===== src/vmem_defs.svh =====
// sizing macros for the vector memory stage, included by every package, interface and module
`ifndef VMEM_DEFS_SVH
`define VMEM_DEFS_SVH

// number of lanes, each with its own bank (2, 4 or 8)
`define VMEM_LANES 4

// lane-local byte address width
`define VMEM_ADDR_W 10

// bank word width, four byte lanes
`define VMEM_WORD_W 32

// words per lane bank
`define VMEM_BANK_WORDS 256

`endif

===== src/vmem_bus_pkg.sv =====
// bank-access types shared by the lane interfaces, schedulers, banks and collector
`include "vmem_defs.svh"

package vmem_bus_pkg;

  // one bank word, also one element slot of store_vec / load_vec
  typedef logic [`VMEM_WORD_W-1:0] word_t;

  // byte address inside one lane's bank
  typedef logic [`VMEM_ADDR_W-1:0] laddr_t;

  // access size code seen by the bank
  typedef enum logic [1:0] {
    BE_BYTE = 2'd0,
    BE_HALF = 2'd1,
    BE_WORD = 2'd2
  } byte_ena_t;

endpackage


===== src/vmem_cfg_pkg.sv =====
// operation-level types for a vector load or store, imported by the generator, lanes and top
`include "vmem_defs.svh"

package vmem_cfg_pkg;

  // element width of one vector operation
  typedef enum logic [1:0] {
    SEW8  = 2'd0,
    SEW16 = 2'd1,
    SEW32 = 2'd2
  } sew_t;

  // load or store
  typedef enum logic {
    VOP_LOAD  = 1'b0,
    VOP_STORE = 1'b1
  } vop_t;

  // vector length, 0 up to two elements per lane
  typedef logic [$clog2(2*`VMEM_LANES+1)-1:0] vlen_t;

endpackage


===== src/vmem_ifs.sv =====
// lane interfaces: generator to scheduler, scheduler to collector, scheduler to bank
`timescale 1ns/1ps
`include "vmem_defs.svh"

// per-lane command, held stable by the generator for the whole operation
interface lane_cmd_if import vmem_cfg_pkg::*, vmem_bus_pkg::*; ();
  logic   go;          // one-cycle strobe, lane starts on it
  vop_t   op;
  sew_t   sew;
  laddr_t addr0;       // element k
  laddr_t addr1;       // element k + lanes
  logic   active0;
  logic   active1;
  word_t  storedata0;
  word_t  storedata1;

  modport gen (output go, op, sew, addr0, addr1, active0, active1, storedata0, storedata1);
  modport sched (input go, op, sew, addr0, addr1, active0, active1, storedata0, storedata1);
endinterface

// per-lane status and load results
interface lane_rsp_if import vmem_bus_pkg::*; ();
  logic  arrived0;     // strobe, loaddata0 valid
  logic  arrived1;
  word_t loaddata0;    // already aligned and zero-extended
  word_t loaddata1;
  logic  busy;
  logic  exception;    // level, held until returnex
  logic  returnex;     // strobe from collector, lane back to idle

  modport sched (output arrived0, arrived1, loaddata0, loaddata1, busy, exception,
                 input returnex);
  modport coll (input arrived0, arrived1, loaddata0, loaddata1, busy, exception,
                output returnex);
endinterface

// scheduler to bank, request held until dhit
interface lane_mem_if import vmem_bus_pkg::*; ();
  logic      ren;
  logic      wen;
  laddr_t    final_addr;
  word_t     final_storedata;  // already shifted to its byte lanes
  byte_ena_t byte_ena;
  word_t     rdata;            // valid while dhit
  logic      dhit;

  modport sched (output ren, wen, final_addr, final_storedata, byte_ena,
                 input rdata, dhit);
  modport bank (input ren, wen, final_addr, final_storedata, byte_ena,
                output rdata, dhit);
endinterface


===== src/address_scheduler.sv =====
// one lane's sequencer: two bank accesses in order, alignment check, load element extraction
`timescale 1ns/1ps
`include "vmem_defs.svh"

module address_scheduler import vmem_cfg_pkg::*, vmem_bus_pkg::*; (
  input logic       CLK,
  input logic       nRST,
  lane_cmd_if.sched cmd,
  lane_rsp_if.sched rsp,
  lane_mem_if.sched mem
);

  localparam int OFF_W = $clog2(`VMEM_WORD_W/8);  // byte offset bits inside a word

  typedef enum logic [1:0] {IDLE, ACC0, ACC1, EX} state_t;

  state_t state, next_state;
  vop_t   op_q;                 // op of the running operation
  logic   mis0, mis1;
  laddr_t cur_addr;
  word_t  cur_store;
  logic [OFF_W-1:0] off;
  word_t  shifted;
  word_t  elem;
  logic   in_acc;
  logic   is_load;

  // alignment to the element width
  function automatic logic misaligned(laddr_t a, sew_t s);
    case (s)
      SEW16:   return a[0];
      SEW32:   return |a[1:0];
      default: return 1'b0;
    endcase
  endfunction

  assign mis0 = cmd.active0 & misaligned(cmd.addr0, cmd.sew);  // inactive never faults
  assign mis1 = cmd.active1 & misaligned(cmd.addr1, cmd.sew);

  always_ff @(posedge CLK, negedge nRST)
  begin
    if (!nRST)
    begin
      state <= IDLE;
      op_q  <= VOP_LOAD;
    end
    else
    begin
      state <= next_state;
      if (cmd.go)
        op_q <= cmd.op;
    end
  end

  always_comb
  begin
    next_state = state;
    case (state)
      IDLE:
      begin
        if (cmd.go)
        begin
          if (cmd.active0)
            next_state = mis0 ? EX : ACC0;
          else if (cmd.active1)
            next_state = mis1 ? EX : ACC1;   // element 0 skipped, no bank request
        end
      end
      ACC0:
      begin
        if (mem.dhit)
        begin
          if (cmd.active1)
            next_state = mis1 ? EX : ACC1;   // first write already done
          else
            next_state = IDLE;
        end
      end
      ACC1:
      begin
        if (mem.dhit)
          next_state = IDLE;
      end
      EX:
      begin
        if (rsp.returnex)
          next_state = IDLE;                 // released by the collector
      end
      default: next_state = IDLE;
    endcase
  end

  assign in_acc    = (state == ACC0) | (state == ACC1);
  assign is_load   = op_q == VOP_LOAD;
  assign cur_addr  = (state == ACC1) ? cmd.addr1 : cmd.addr0;
  assign cur_store = (state == ACC1) ? cmd.storedata1 : cmd.storedata0;
  assign off       = cur_addr[OFF_W-1:0];

  // request stays up through the dhit cycle
  assign mem.ren             = in_acc & is_load;
  assign mem.wen             = in_acc & ~is_load;
  assign mem.final_addr      = cur_addr;
  assign mem.final_storedata = cur_store << {off, 3'b000};     // element to its byte lanes
  assign mem.byte_ena        = (cmd.sew == SEW8)  ? BE_BYTE :
                               (cmd.sew == SEW16) ? BE_HALF : BE_WORD;

  // load path, shift down and zero-extend
  assign shifted = mem.rdata >> {off, 3'b000};

  always_comb
  begin
    case (cmd.sew)
      SEW8:    elem = word_t'(shifted[7:0]);
      SEW16:   elem = word_t'(shifted[15:0]);
      default: elem = shifted;
    endcase
  end

  assign rsp.arrived0  = (state == ACC0) & mem.dhit & is_load;
  assign rsp.arrived1  = (state == ACC1) & mem.dhit & is_load;
  assign rsp.loaddata0 = elem;    // same bus for both, strobes tell them apart
  assign rsp.loaddata1 = elem;
  assign rsp.busy      = in_acc;
  assign rsp.exception = state == EX;

endmodule


===== src/flat_wrapper.sv =====
// flat-port wrapper written by rule: the top's interface ports become plain ports
module address_scheduler_flat import vmem_cfg_pkg::*, vmem_bus_pkg::*;
  (CLK, nRST, cmd_go, cmd_op, cmd_sew, cmd_addr0, cmd_addr1, cmd_active0, cmd_active1, cmd_storedata0, cmd_storedata1, rsp_arrived0, rsp_arrived1, rsp_loaddata0, rsp_loaddata1, rsp_busy, rsp_exception, rsp_returnex, mem_ren, mem_wen, mem_final_addr, mem_final_storedata, mem_byte_ena, mem_rdata, mem_dhit);
  lane_cmd_if cmd_i ();
  lane_rsp_if rsp_i ();
  lane_mem_if mem_i ();
  input logic CLK;
  input logic nRST;
  input wire logic [$bits(cmd_i.go)-1:0] cmd_go;
  input wire logic [$bits(cmd_i.op)-1:0] cmd_op;
  input wire logic [$bits(cmd_i.sew)-1:0] cmd_sew;
  input wire logic [$bits(cmd_i.addr0)-1:0] cmd_addr0;
  input wire logic [$bits(cmd_i.addr1)-1:0] cmd_addr1;
  input wire logic [$bits(cmd_i.active0)-1:0] cmd_active0;
  input wire logic [$bits(cmd_i.active1)-1:0] cmd_active1;
  input wire logic [$bits(cmd_i.storedata0)-1:0] cmd_storedata0;
  input wire logic [$bits(cmd_i.storedata1)-1:0] cmd_storedata1;
  output wire logic [$bits(rsp_i.arrived0)-1:0] rsp_arrived0;
  output wire logic [$bits(rsp_i.arrived1)-1:0] rsp_arrived1;
  output wire logic [$bits(rsp_i.loaddata0)-1:0] rsp_loaddata0;
  output wire logic [$bits(rsp_i.loaddata1)-1:0] rsp_loaddata1;
  output wire logic [$bits(rsp_i.busy)-1:0] rsp_busy;
  output wire logic [$bits(rsp_i.exception)-1:0] rsp_exception;
  input wire logic [$bits(rsp_i.returnex)-1:0] rsp_returnex;
  output wire logic [$bits(mem_i.ren)-1:0] mem_ren;
  output wire logic [$bits(mem_i.wen)-1:0] mem_wen;
  output wire logic [$bits(mem_i.final_addr)-1:0] mem_final_addr;
  output wire logic [$bits(mem_i.final_storedata)-1:0] mem_final_storedata;
  output wire logic [$bits(mem_i.byte_ena)-1:0] mem_byte_ena;
  input wire logic [$bits(mem_i.rdata)-1:0] mem_rdata;
  input wire logic [$bits(mem_i.dhit)-1:0] mem_dhit;
  assign cmd_i.go = cmd_go;
  assign cmd_i.op = cmd_op;
  assign cmd_i.sew = cmd_sew;
  assign cmd_i.addr0 = cmd_addr0;
  assign cmd_i.addr1 = cmd_addr1;
  assign cmd_i.active0 = cmd_active0;
  assign cmd_i.active1 = cmd_active1;
  assign cmd_i.storedata0 = cmd_storedata0;
  assign cmd_i.storedata1 = cmd_storedata1;
  assign rsp_arrived0 = rsp_i.arrived0;
  assign rsp_arrived1 = rsp_i.arrived1;
  assign rsp_loaddata0 = rsp_i.loaddata0;
  assign rsp_loaddata1 = rsp_i.loaddata1;
  assign rsp_busy = rsp_i.busy;
  assign rsp_exception = rsp_i.exception;
  assign rsp_i.returnex = rsp_returnex;
  assign mem_ren = mem_i.ren;
  assign mem_wen = mem_i.wen;
  assign mem_final_addr = mem_i.final_addr;
  assign mem_final_storedata = mem_i.final_storedata;
  assign mem_byte_ena = mem_i.byte_ena;
  assign mem_i.rdata = mem_rdata;
  assign mem_i.dhit = mem_dhit;
  address_scheduler u_core (.CLK(CLK), .nRST(nRST), .cmd(cmd_i), .rsp(rsp_i), .mem(mem_i));
endmodule

===== config.mk =====
export PLATFORM = sky130hd
export DESIGN_NAME = address_scheduler_flat
export DESIGN_NICKNAME = d
export VERILOG_FILES = /design/src/vmem_bus_pkg.sv /design/src/vmem_cfg_pkg.sv /design/src/vmem_ifs.sv /design/src/address_scheduler.sv /design/src/flat_wrapper.sv
export VERILOG_INCLUDE_DIRS = /design/src /design/src/src
export SDC_FILE = /design/constraint.sdc
export NUM_CORES = 1
export LEC_CHECK = 0
export BUFFER_PORTS_ARGS = -buffer_cell sky130_fd_sc_hd__buf_4
export CORE_AREA = 3 3 92 94
export CTS_CLUSTER_DIAMETER = 80
export DETAILED_ROUTE_END_ITERATION = 12
export DIE_AREA = 0 0 95 97
export PLACE_DENSITY_LB_ADDON = 0.08
export RECOVER_POWER = 50
export SKIP_CTS_REPAIR_TIMING = 1
export SLEW_MARGIN = 5
export SYNTH_ARGS = -nofsm -noshare
export SYNTH_HDL_FRONTEND = slang
export SYNTH_SLANG_ARGS = --single-unit

===== constraint.sdc =====
create_clock -name CLK -period 4.3 [get_ports CLK]
set_clock_uncertainty 0.05 [all_clocks]
set_input_delay 0.86 -clock CLK [delete_from_list [all_inputs] [get_ports CLK]]
set_output_delay 0.86 -clock CLK [all_outputs]
set_load 0.005 [all_outputs]

==> out/metrics.csv <==
stage,metric,value,unit
status,outcome,"complete, no violations",
floorplan,Core ar.,7730,um2
detailed_routing,Routed WL,9.04,mm
cells_and_area,Nets,607,
place,routability cong.,0.837,
power,maximum vdd drop,0.354,mV
worst_setup_path,Worst Setup SP,u_core.state[0],
detailed_routing,drt drc,0,
worst_setup_path,"setup slack, reg-to-reg",1.96,ns
floorplan,Ports,240,
detailed_routing,DR WL/cell,15.7,um
worst_setup_path,FF-to-FF Start,u_core.state[0],
worst_setup_path,slowest CP cell,nor3_1,
worst_setup_path,CP Depth,7,
timing,Slew @ Worst Pin,0.924,ns
synth,synth warn,0,
global_route,grt ovf,0,
worst_setup_path,"slowest stage delay, CP",0.80,ns
timing,Max Slew Vio Count,0,
power,leak pwr,2.05,nW
global_route,Total Routing Usage GR,18.3,%
synth,post-synth cell types,36,
worst_setup_path,crit-path cells,inv_1 -> ha_1 -> mux2i_4 -> inv_1 -> nor3_1 -> and3_1 -> clkbuf_4,
synth,top_reg_cell synth,dfrtp_1,
synth,synthesized area per cell,7.87,um2
synth,Post-synth ARST share,100,%
clock_network,Clock Sink Count,3,
clock_network,Clock Tree Root,clkbuf_8,
worst_setup_path,Worst Path Arrival,2.90,ns
worst_setup_path,Setup CP Type,reg -> out,
place,HPWL Detailed,7.64,mm
timing,fin crit share,88.5,%
place,Buffers on Ports,239,
cells_and_area,fin util,48.9,%
global_route,initial antenna violation count,0,
timing,RSZ-0062 raised after global routing,false,
worst_setup_path,Setup crit end,rsp_loaddata0[31],
worst_setup_path,Reg-to-Reg End,u_core.state[1],
worst_setup_path,reg2reg path depth,6,
synth,synthesized area,2160,um2
cells_and_area,Layout area overhead,74.8,%
clock_network,H-tree depth,1,
power,PwrDens,455,nW/um2
floorplan,width of the die,95,um
worst_setup_path,"Buf+Inv Stages, Crit Path",3,
global_route,vias in the first global route,2745,
detailed_routing,Via density,4.80,
worst_setup_path,crit path capture type,primary output,
timing,final setup fails,0,
worst_setup_path,Crit path max-delay family,simple AND/OR/NAND/NOR gates,
floorplan,Starting Density,28.0,%
floorplan,num rows,32,
synth,Cells after Synth,275,
detailed_routing,1st-iter DRT viols,78,
timing,Slew headroom,37.9,%
clock_network,Num CTS Buffers,3,
floorplan,DIE AREA,9220,um2
synth,number of flops mapped to enable cells by yosys,0,
worst_setup_path,Required @ worst endpoint,3.39,ns
worst_setup_path,crit-path most repeated cell,inv_1,
timing,crit path time final,3.81,ns
synth,top-area cell type share of the netlist area,26.8,%
detailed_routing,Pre-antenna DRT Iters,4,
cells_and_area,Ant. Diodes,0,
synth,register area share after synthesis,3.47,%
floorplan,Die H,97,um
timing,"Hold Violations, Final",0,
worst_setup_path,CP Launch Type,flip-flop,
synth,largest area contributor in the netlist,mux2i_1,
cells_and_area,ratio of cells with drive above 1 in the final layout,57.6,%
clock_network,TritonCTS clock tree,built,
clock_network,Worst-path clk slew,0.03,ns
synth,#FFs+latches synth,3,
timing,Peak Freq,0.263,GHz
synth,syn nets,409,
detailed_routing,routed vias,2758,
detailed_routing,Final ANT Viol Nets,0,
worst_setup_path,crit-path max FO,13,
worst_hold_path,Hold/Removal Path Class,in -> async,
timing,Final TNS setup,0,ns
global_route,largest net degree at the start of global routing,44,
clock_network,Skew-Pair Late Insertion Delay,0.22,ns
clock_network,Clock Path Buffers,2,
global_route,global-route wire length before repair,13.8,mm
synth,top post-synthesis cells by area,"mux2i_1 (27%), mux2_2 (14%), buf_4 (12%)",
flow_run,Max Cap Violations,0,
where the power goes:
group | leakage, nW | total (W) | internal (W) | switching [W]
Clock | 0.0228 | 0.0000852 | 0.0000635 | 0.0000217
Sequential | 0.0367 | 0.0000473 | 0.0000384 | 0.00000889
Combinational | 1.99 | 0.00159 | 0.000857 | 0.000730
sequential cells by signal, indices dropped and copies added, names as in the netlist:
| register | count |
|---|---|
| u_core.state | 2 |
| u_core.op_q | 1 |
cells by family (layout without fill, tap and decap cells):
| family | Yosys count | in the layout | share of synthesized area, % |
|---|---|---|---|
| fa+ha+maj | 8 | 8 | 4.63 |
| mux | 93 | 93 | 46.3 |
| buf+inv | 58 | 255 | 18.4 |
| flops | 3 | 3 | 3.47 |
| simple gates | 70 | 70 | 14.8 |
| compound gates | 43 | 43 | 12.4 |
worst min path at each step:
| stage | start | to | slack [ns] | cells past startpoint |
|---|---|---|---|---|
| after CTS | nRST | u_core.state[0] | 0.37 | 1 |
| final | nRST | u_core.state[0] | 0.39 | 1 |
| after floorplan | u_core.op_q | u_core.op_q | 0.48 | 1 |
| after global routing | nRST | u_core.state[0] | 0.41 | 1 |
| after detailed placement | u_core.state[1] | u_core.state[1] | 0.52 | 1 |
| after global placement | u_core.op_q | u_core.op_q | 0.51 | 1 |
cell usage after synthesis, types with 2 or more instances:
library cell and number:
inv_1 5, mux2i_1 58, o22ai_1 8, mux2_1 3, nor2_1 19, and3_1 8, ha_1 8, buf_2 9
mux2_2 27, buf_4 36, o21ai_0 2, and3b_1 2, nand3_1 8, inv_2 2, a211oi_1 8, o21ai_1 7
o211ai_1 2, mux2_4 4, nand2_1 27, dfrtp_1 3, clkbuf_1 2, buf_6 3, a21oi_1 11
per-stage QoR:
stage / power, W / hold WS [ns] / setup slack (ns) / cells / instance area, um2
2_1_floorplan: 0.00105 / 0.476 / 1.30 / 275 / 2160
3_3_place_gp: 0.00168 / 0.510 / 0.922 / 570 / 3770
3_5_place_dp: 0.00169 / 0.524 / 0.867 / 570 / 3770
4_1_cts: 0.00178 / 0.370 / 0.704 / 574 / 3810
5_1_grt: 0.00187 / 0.411 / 0.286 / 574 / 3780
6_report: 0.00172 / 0.393 / 0.494 / 574 / 3780
layout make-up:
class,count,area [um2]
Tap cell,102,128
Inverter,7,26.3
Clock buffer,4,45.0
Fill cell,790,3950
Multi-Input combinational cell,214,1700
Sequential cell,3,75.1
Timing Repair Buffer,244,1810
cell usage in the layout (no fill, tap or decap), drive strengths merged, types with 9 or more instances in the layout:
cell type / instances
clkbuf: 43
a21oi: 11
nor2: 19
mux2: 34
o21ai: 9
buf: 205
mux2i: 59
nand2: 28
layer usage:
layer | vias to the layer above | global-route usage (%) | routed length (um)
met5 | - | 0 | 0
met2 | 129 | 34.9 | 4760
li1 | 1348 | - | -
met4 | 0 | 3.33 | 166
met1 | 1266 | 20.9 | 3330
met3 | 15 | 2.80 | 784
No activity file was read; power rests on OpenSTA's default activity.
